File: src/life_consts.svh
// Grid geometry, pipeline latencies and counter widths
// for the cell address sequencer
`ifndef LIFE_CONSTS_SVH
`define LIFE_CONSTS_SVH

////////////////////////////////////////////////////////////
// Grid of cell blocks
////////////////////////////////////////////////////////////

`define LIFE_BLOCKS_WIDE 16 // Block columns, one nibble
`define LIFE_BLOCKS_HIGH 10 // Logical block rows

// Last read count of one generation
`define LIFE_DONE_COUNT 159

// Spare store row for logical row 0 on odd base
`define LIFE_ODD_ROW0 15

////////////////////////////////////////////////////////////
// Latencies
////////////////////////////////////////////////////////////

`define LIFE_WRITE_DELAY 6 // Read window to write-back
`define LIFE_LOAD_DELAY  5 // video_load to ld

////////////////////////////////////////////////////////////
// Counters
////////////////////////////////////////////////////////////

`define LIFE_GEN_W 48 // Total generations

`endif

File: src/life_pkg.sv
// Shared types of the cell address sequencer
// Row, column, store address, read window, counter, phase
`default_nettype none

package life_pkg;

	// Row and column index of a block
	typedef logic [3:0] row_t;
	typedef logic [3:0] col_t;

	// Store address, row in [7:4] and column in [3:0]
	typedef logic [7:0] cell_addr_t;

	// 3x3 neighbourhood of read addresses
	// Outer index row-1, row, row+1
	// Inner index col-1, col, col+1
	typedef cell_addr_t [2:0][2:0] cell_win_t;

	// Completed generations
	typedef logic [47:0] gen_count_t;

	// Sequencer phase
	typedef enum logic [0:0] {
		SEQ_IDLE,
		SEQ_RUN
	} seq_phase_e;

endpackage

`default_nettype wire

File: src/gen_sequencer.sv
// Generation sequencer: read counter over the block grid,
// rotating base row and total generation counter
`timescale 1ns/1ns
`default_nettype none

`include "life_consts.svh"

module gen_sequencer (
	input  wire logic               clk4,
	input  wire logic               reset,
	input  wire logic               go,        // One shot or held for back to back
	output      logic               rd_valid,
	output      life_pkg::cell_addr_t rd_cell, // Row in [7:4], column in [3:0]
	output      life_pkg::row_t     rd_base,
	output      life_pkg::gen_count_t gen_count
);

	life_pkg::seq_phase_e phase;
	life_pkg::cell_addr_t count;
	life_pkg::row_t       base;
	logic                 last_read; // Final block of this generation
	logic                 gen_tick;

	assign last_read = (phase == life_pkg::SEQ_RUN) &&
		(count == life_pkg::cell_addr_t'(`LIFE_DONE_COUNT));

	////////////////////////////////////////////////////////////
	// Read counter and phase FSM
	////////////////////////////////////////////////////////////

	always_ff @(posedge clk4) begin
		if (reset) begin
			phase <= life_pkg::SEQ_IDLE;
			count <= '0;
			base  <= life_pkg::row_t'(1); // Row 0 starts in spare row 15
		end else begin
			case (phase)
				life_pkg::SEQ_IDLE: begin
					if (go) begin
						phase <= life_pkg::SEQ_RUN;
						count <= '0;
					end
				end
				life_pkg::SEQ_RUN: begin
					if (last_read) begin
						count <= '0;
						phase <= go ? life_pkg::SEQ_RUN : life_pkg::SEQ_IDLE; // Restart if held
						// Rotate base once per generation
						base  <= (base == life_pkg::row_t'(`LIFE_BLOCKS_HIGH - 1)) ?
							'0 : base + 4'd1;
					end else begin
						count <= count + 8'd1;
					end
				end
				default: phase <= life_pkg::SEQ_IDLE;
			endcase
		end
	end

	assign rd_valid = (phase == life_pkg::SEQ_RUN);
	assign rd_cell  = count;
	assign rd_base  = base;

	////////////////////////////////////////////////////////////
	// Generation counter
	////////////////////////////////////////////////////////////

	always_ff @(posedge clk4) begin
		if (reset) begin
			gen_tick  <= 1'b0;
			gen_count <= '0;
		end else begin
			gen_tick <= last_read; // One cycle after count 159
			if (gen_tick)
				gen_count <= gen_count + `LIFE_GEN_W'(1);
		end
	end

	// Base only ever names a logical row
	a_base_range: assert property (@(posedge clk4) disable iff (reset)
		base < life_pkg::row_t'(`LIFE_BLOCKS_HIGH));

	// Counter wraps at the grid end, never past it
	a_count_range: assert property (@(posedge clk4) disable iff (reset)
		(phase == life_pkg::SEQ_RUN) |-> count <= life_pkg::cell_addr_t'(`LIFE_DONE_COUNT));

endmodule

`default_nettype wire

File: src/cell_addr_pipe.sv
// Four-stage row and column mapping pipeline for the 3x3 read window
// and write address, plus the video load strobe delay
`timescale 1ns/1ns
`default_nettype none

`include "life_consts.svh"

module cell_addr_pipe (
	input  wire logic                 clk4,
	input  wire logic                 rd_valid,
	input  wire life_pkg::cell_addr_t rd_cell,
	input  wire life_pkg::row_t       rd_base,
	input  wire life_pkg::cell_addr_t video_addr, // Block read while idle
	input  wire logic                 video_load,
	output      life_pkg::cell_win_t  raddr,
	output      life_pkg::cell_addr_t pipe_waddr,
	output      logic                 pipe_wvalid,
	output      logic                 ld
);

	life_pkg::row_t rd_row;
	life_pkg::col_t rd_col;
	life_pkg::row_t wr_base; // Base of the next generation

	assign rd_row  = rd_cell[7:4];
	assign rd_col  = rd_cell[3:0];
	assign wr_base = (rd_base == life_pkg::row_t'(`LIFE_BLOCKS_HIGH - 1)) ?
		'0 : rd_base + 4'd1;

	////////////////////////////////////////////////////////////
	// Row lanes: 0 above, 1 centre, 2 below, 3 write
	////////////////////////////////////////////////////////////

	life_pkg::row_t [3:0] sel_row;  // Stage 1
	life_pkg::row_t [3:0] sel_base;
	logic [3:0]           zero_q;   // Stage 2
	logic [3:0]           odd_q;
	logic [3:0][4:0]      diff_q;   // Signed row - base
	logic [3:0]           zero_qq;  // Stage 3
	logic [3:0]           odd_qq;
	life_pkg::row_t [3:0] mod_row;
	life_pkg::row_t [3:0] map_row;  // Stage 4, store rows

	always_ff @(posedge clk4) begin
		// Stage 1, lane select with top and bottom wrap
		sel_row[0]  <= (rd_row == '0) ? life_pkg::row_t'(`LIFE_BLOCKS_HIGH - 1) : rd_row - 4'd1;
		sel_row[1]  <= rd_valid ? rd_row : video_addr[7:4]; // Video when idle
		sel_row[2]  <= (rd_row == life_pkg::row_t'(`LIFE_BLOCKS_HIGH - 1)) ?
			'0 : rd_row + 4'd1;
		sel_row[3]  <= rd_row;
		sel_base[0] <= rd_base;
		sel_base[1] <= rd_base;
		sel_base[2] <= rd_base;
		sel_base[3] <= wr_base; // Written into next generation's layout
		for (int i = 0; i < 4; i++) begin
			// Stage 2
			zero_q[i]  <= (sel_row[i] == '0);
			odd_q[i]   <= sel_base[i][0];
			diff_q[i]  <= {1'b0, sel_row[i]} - {1'b0, sel_base[i]};
			// Stage 3, fold d <= 0 up by ten
			zero_qq[i] <= zero_q[i];
			odd_qq[i]  <= odd_q[i];
			if (diff_q[i][4] || diff_q[i] == 5'd0)
				mod_row[i] <= life_pkg::row_t'(diff_q[i] + 5'(`LIFE_BLOCKS_HIGH));
			else
				mod_row[i] <= diff_q[i][3:0];
			// Stage 4, row 0 lives in 0 or the spare row
			if (zero_qq[i])
				map_row[i] <= odd_qq[i] ? life_pkg::row_t'(`LIFE_ODD_ROW0) : '0;
			else
				map_row[i] <= mod_row[i];
		end
	end

	////////////////////////////////////////////////////////////
	// Column path, matched to the row lanes
	////////////////////////////////////////////////////////////

	life_pkg::col_t       col_sel;
	life_pkg::col_t       col_d1;
	life_pkg::col_t       col_d2;
	life_pkg::col_t [2:0] nb_col; // col-1, col, col+1

	always_ff @(posedge clk4) begin
		col_sel   <= rd_valid ? rd_col : video_addr[3:0];
		col_d1    <= col_sel;
		col_d2    <= col_d1;
		// Side wrap
		nb_col[0] <= (col_d2 == '0) ? life_pkg::col_t'(`LIFE_BLOCKS_WIDE - 1) : col_d2 - 4'd1;
		nb_col[1] <= col_d2;
		nb_col[2] <= (col_d2 == life_pkg::col_t'(`LIFE_BLOCKS_WIDE - 1)) ?
			'0 : col_d2 + 4'd1;
	end

	// Nine read addresses
	always_comb begin
		for (int r = 0; r < 3; r++) begin
			for (int c = 0; c < 3; c++)
				raddr[r][c] = {map_row[r], nb_col[c]};
		end
	end

	assign pipe_waddr = {map_row[3], nb_col[1]};

	////////////////////////////////////////////////////////////
	// Side strobes
	////////////////////////////////////////////////////////////

	logic [3:0]                    valid_line; // Follows the row stages
	logic [`LIFE_LOAD_DELAY-1:0]   load_line;

	always_ff @(posedge clk4) begin
		valid_line <= {valid_line[2:0], rd_valid};
		load_line  <= {load_line[`LIFE_LOAD_DELAY-2:0], video_load};
	end

	assign pipe_wvalid = valid_line[3];
	assign ld          = load_line[`LIFE_LOAD_DELAY-1]; // Block data ready for video

	// Generation traffic only ever lands in rows 0..10 or the spare
	for (genvar g = 0; g < 4; g++) begin : g_row_chk
		a_row_range: assert property (@(posedge clk4)
			pipe_wvalid |-> (map_row[g] <= life_pkg::row_t'(`LIFE_BLOCKS_HIGH) ||
				map_row[g] == life_pkg::row_t'(`LIFE_ODD_ROW0)));
	end

endmodule

`default_nettype wire

File: src/cell_write_sched.sv
// Write-back scheduler, delay line for write address and enable
`timescale 1ns/1ns
`default_nettype none

`include "life_consts.svh"

module cell_write_sched (
	input  wire logic                 clk4,
	input  wire logic                 reset,
	input  wire life_pkg::cell_addr_t pipe_waddr,
	input  wire logic                 pipe_wvalid,
	output      life_pkg::cell_addr_t waddr,
	output      logic                 we
);

	////////////////////////////////////////////////////////////
	// Delay line, one entry per cycle of cell calculation
	////////////////////////////////////////////////////////////

	life_pkg::cell_addr_t [`LIFE_WRITE_DELAY-1:0] addr_line;
	logic [`LIFE_WRITE_DELAY-1:0]                 we_line;

	// Address payload, no reset
	always_ff @(posedge clk4) begin
		addr_line <= {addr_line[`LIFE_WRITE_DELAY-2:0], pipe_waddr};
	end

	always_ff @(posedge clk4) begin
		if (reset)
			we_line <= '0;
		else
			we_line <= {we_line[`LIFE_WRITE_DELAY-2:0], pipe_wvalid};
	end

	assign waddr = addr_line[`LIFE_WRITE_DELAY-1];
	assign we    = we_line[`LIFE_WRITE_DELAY-1]; // Result of the read window lands here

	// No stray write while the line refills after reset
	a_quiet_after_reset: assert property (@(posedge clk4)
		$fell(reset) |-> !we [*`LIFE_WRITE_DELAY]);

endmodule

`default_nettype wire

File: src/life_addr_ctrl.sv
// Cell address and control sequencer top
// Sequencer, mapping pipeline and write-back scheduler
`timescale 1ns/1ns
`default_nettype none

module life_addr_ctrl (
	input  wire logic                 clk4,
	input  wire logic                 reset,
	input  wire logic                 go,
	input  wire life_pkg::cell_addr_t video_addr,
	input  wire logic                 video_load,
	output      life_pkg::cell_win_t  raddr,
	output      life_pkg::cell_addr_t waddr,
	output      logic                 we,
	output      logic                 ld,
	output      life_pkg::gen_count_t gen_count
);

	logic                 rd_valid;
	life_pkg::cell_addr_t rd_cell;
	life_pkg::row_t       rd_base;
	life_pkg::cell_addr_t pipe_waddr;
	logic                 pipe_wvalid;

	gen_sequencer u_seq (
		.clk4      (clk4),
		.reset     (reset),
		.go        (go),
		.rd_valid  (rd_valid),
		.rd_cell   (rd_cell),
		.rd_base   (rd_base),
		.gen_count (gen_count)
	);

	cell_addr_pipe u_pipe (
		.clk4        (clk4),
		.rd_valid    (rd_valid),
		.rd_cell     (rd_cell),
		.rd_base     (rd_base),
		.video_addr  (video_addr),
		.video_load  (video_load),
		.raddr       (raddr),
		.pipe_waddr  (pipe_waddr),
		.pipe_wvalid (pipe_wvalid),
		.ld          (ld)
	);

	cell_write_sched u_wsched (
		.clk4        (clk4),
		.reset       (reset),
		.pipe_waddr  (pipe_waddr),
		.pipe_wvalid (pipe_wvalid),
		.waddr       (waddr),
		.we          (we)
	);

endmodule

`default_nettype wire

File: config.mk
export PLATFORM = sky130hd
export DESIGN_NAME = life_addr_ctrl
export DESIGN_NICKNAME = d
export VERILOG_FILES = /design/src/life_pkg.sv /design/src/gen_sequencer.sv /design/src/cell_addr_pipe.sv /design/src/cell_write_sched.sv /design/src/life_addr_ctrl.sv
export VERILOG_INCLUDE_DIRS = /design/src
export SDC_FILE = /design/constraint.sdc
export NUM_CORES = 1
export LEC_CHECK = 0
export ABC_AREA = 0
export BUFFER_PORTS_ARGS = -buffer_cell sky130_fd_sc_hd__clkbuf_2
export CAP_MARGIN = 20
export CORE_MARGIN = 10
export CORE_UTILIZATION = 50
export DETAILED_ROUTE_END_ITERATION = 10
export PLACE_DENSITY = 0.79
export SLEW_MARGIN = 5
export SYNTH_ARGS = -nofsm -noshare
export SYNTH_HDL_FRONTEND = slang
export SYNTH_SLANG_ARGS = --single-unit
File: constraint.sdc
create_clock -name clk4 -period 2 [get_ports clk4]
set_input_delay 0.1 -clock clk4 [delete_from_list [all_inputs] [get_ports clk4]]
set_output_delay 0.1 -clock clk4 [all_outputs]
set_load 0.01 [all_outputs]
==> flow_summary.yaml <==
die:
  io_pins: 142
  core_mm2: 0.0167
  fp.dieW_um: 151
  die_area_mm2: 0.0228
  start_util: 0.515
  dieHeight_um: 151
  num_rows: 47
synth:
  syn_avg_cell_area_um2: 10.3
  synth_seq_cells: 237
  synthFlopType: "dfxtp_1"
  syn-num-nets: 876
  ys_types: 50
  netlist_instances: 831
  yosysWarnings: 0
  synth_edf_count: 0
  synth-async-reset-ratio: 0
  ys_seq_area_frac: 0.552
  synth_area_mm2: 0.00860
timing:
  slew_violations: 0
  setup-violations-final: 0
  rsz0062_at_grt: "false"
  fin_crit_sh: 0.951
  max_freq_mhz: 526
  finalCriticalPeriod_ns: 1.90
  skew_ns: 0.0237
  worstMarginPinSlew_ns: 0.392
  slew_headroom: 0.737
  tns_ns: 0
  hold_viol: 0
drt:
  drtAntennaViolNets: 0
  vias: 5919
  drcViolationCount: 0
  wirelength_mm: 16.4
  drt_iter0_markers: 294
  vias_per_cell: 5.02
  wl_per_cell_um: 13.9
  first_pass_iters: 5
global_route:
  grt_pass1_vias: 5544
  grt_max_degree: 54
  grt_pass1_wl_mm: 26.3
  antenna_found_initial: 0
  grt_usage: 0.136
  grt.overflow.total: 0
power:
  clkPwrFrac: 0.443
  comb_power_share: 0.047
  p_leak_nw: 4.44
  intPower_w: 0.00766
  ir_drop_mv: 0.620
  p_switching_w: 0.00210
  swShare: 0.215
  power.share.sequential: 0.511
  pwr_density_cell_mw_per_mm2: 968
cts:
  htreeDepth: 1
  clockBufferDepth: 3
  clockRootBuffer: "clkbuf_16"
  clk_pin_slew_worst_paths_ns: 0.06
  cts_buffers: 24
  cts_tree: "done"
  cts.sinks: 237
  clock_latency_ns: 0.51
  ctsResizeCount: 0
worst_hold_path:
  min_path_cells: 3
  hold_class: "input pin to flop"
  hold_end: "u_seq.gen_count[36]$_SDFFE_PP0P_"
  hold_start: "reset"
final_layout:
  nFillCells: 1324
  ff_latch_area_mm2: 0.00474
  fin_nets: 987
  finalInstanceArea_mm2: 0.0101
  drive_gt1_frac: 0.248
  diodes: 0
  area_growth_pct: 17.2
  multi_input_area_mm2: 0.00305
critical_path:
  worst-r2r-cell-count: 4
  cp_slowest_stage_delay_ns: 0.39
  crit_type: "flop to flop"
  startpoint_type: "flop"
  arrival_ns: 2.28
  r2r_setup_slack_ns: 0.1
  worst_ep_required_time_ns: 2.38
  r2r-end: "u_seq.gen_count[47]$_SDFFE_PP0P_"
  cp_slowest_cell: "dfxtp_1"
  r2r_start: "u_seq.gen_count[21]$_SDFFE_PP0P_"
  worstPathCellList: "and3_1, nand3_2, nor4_1, mux2_2"
  worstSetupEndpointType: "flop"
  crit_fanout: 10
placed_design:
  placed_area_mm2: 0.00919
  place_congestion: 0.835
  io_buffers: 141
  hpwlAfterDp_mm: 11.5
run:
  cap_violations: 0
outcome:
  status: "finished, final reports clean"
cells in the mapped netlist, types with 9 or more instances:
master	count	area (um^2)
a21oi_1	35	175
and2_1	9	56.3
and3_1	10	62.6
buf_4	62	465
clkbuf_1	14	52.6
dfxtp_1	237	4740
ha_1	29	363
inv_1	56	210
mux2_2	27	304
nand2_1	28	105
nand3_1	15	75.1
nand4_1	16	100
nor2_1	51	191
nor2b_1	31	194
nor3_1	23	115
nor4_1	21	131
o21ai_0	42	210
o31ai_1	13	97.6
xnor2_1	9	78.8
xor2_1	16	140
critical path: cells and delay by family (launching register included):
kind	cells	cell delay, ns
DFF	1	0.39
muxes	1	0.37
and+or+nand+nor	3	1.02
power groups by stage:
stage | combinational (W) | sequential (W) | clock [W]
CTS | 0.000462 | 0.00498 | 0.00440
floorplan | 0.000359 | 0.00508 | 0
global route | 0.000505 | 0.00500 | 0.00461
global placement | 0.000432 | 0.00508 | 0
finish | 0.000456 | 0.00498 | 0.00432
detailed placement | 0.000440 | 0.00508 | 0
flip-flops by register name, indices dropped and copies added (netlist names), 5 cells and up:
signal / flops
u_pipe.mod_row: 16
u_seq.rd_cell: 8
u_pipe.diff_q: 20
u_pipe.load_line: 5
u_wsched.we_line: 6
u_pipe.pipe_waddr: 8
u_pipe.sel_base: 8
u_seq.gen_count: 48
u_wsched.addr_line: 40
u_pipe.sel_row: 16
u_pipe.raddr: 20
u_wsched.waddr: 8
per-layer routing:
layer	share of wire	vias to the layer above	global-route usage	routed length (um)
met2	0.47	157	0.228	7640
met4	0.014	0	0.0356	233
met3	0.096	27	0.0456	1570
li1	-	2998	-	-
met5	0	-	0	0
met1	0.42	2737	0.163	6940
layout make-up:
| type | count | share of cell area |
|---|---|---|
| clock buffers | 36 | 0.0700 |
| flip-flops and latches | 237 | 0.471 |
| repair buffers | 175 | 0.100 |
| inverters | 56 | 0.0209 |
| multi-input cells | 448 | 0.303 |
| clock inverters | 7 | 0.00770 |
| well taps | 220 | 0.0273 |
per-stage QoR:
stage                     total power [W]  setup slack, ns   util  std cells  hold slack [ns]
after floorplan                   0.00544            0.111      -        831            0.128
after global placement            0.00551            0.115  0.550       1125            0.203
after detailed placement          0.00552           0.0717  0.550       1125            0.205
after CTS                         0.00984           0.0750  0.603       1178            0.155
after global routing               0.0101          0.00303  0.603       1179            0.204
final                             0.00975           0.0988  0.603       1179            0.163
placed cells by master (no fill, tap or decap), drive strengths merged, types with 5 or more instances in the layout:
cell and count:
dfxtp 237, clkbuf 177, inv 56, nor2 51, o21ai 42, a21oi 35
nor2b 31, nand2 30, mux2 30, ha 29, buf 24, nor3 23
nor4 21, nand4 19, xor2 16, nand3 16, o31ai 13, and3 10
dlygate4sd3 10, xnor2 9, and2 9, and4 9, a21o 8, or4 8
nand2b 5, or3 5, clkinv 5
worst max-delay path by stage:
stage	start	to	slack [ns]	cells past startpoint
after floorplan	u_seq.gen_count[0]$_SDFFE_PP0P_	u_seq.gen_count[42]$_SDFFE_PP0P_	0.11	6
after global placement	u_seq.gen_count[26]$_SDFFE_PP0P_	u_seq.gen_count[47]$_SDFFE_PP0P_	0.12	4
after detailed placement	u_seq.gen_count[26]$_SDFFE_PP0P_	u_seq.gen_count[47]$_SDFFE_PP0P_	0.07	4
after CTS	u_seq.gen_count[26]$_SDFFE_PP0P_	u_seq.gen_count[47]$_SDFFE_PP0P_	0.07	4
after global routing	u_seq.gen_count[0]$_SDFFE_PP0P_	u_seq.gen_count[32]$_SDFFE_PP0P_	0.003	5
final	u_seq.gen_count[21]$_SDFFE_PP0P_	u_seq.gen_count[47]$_SDFFE_PP0P_	0.1	4
timing repair:
item / 4_1_cts / 5_1_grt
setup endpoints to repair: 0 / 5
hold buffers: 10 / 0
setup buffers: 0 / 1
endpoints found under the hold margin: 15 / 0
logic make-up (layout without fill, tap and decap cells):
group / after synthesis / in the layout / share of synthesized area
adder cells (fa/ha/maj): 33 / 33 / 0.0515
multiplexers: 31 / 31 / 0.0404
buffers and inverters: 146 / 274 / 0.0935
AO/OA/AOI/OAI: 117 / 117 / 0.0809
AND/OR/NAND/NOR: 242 / 242 / 0.157
XOR/XNOR: 25 / 25 / 0.0255
flip-flops: 237 / 237 / 0.552
(Power assumes the default switching activity.)
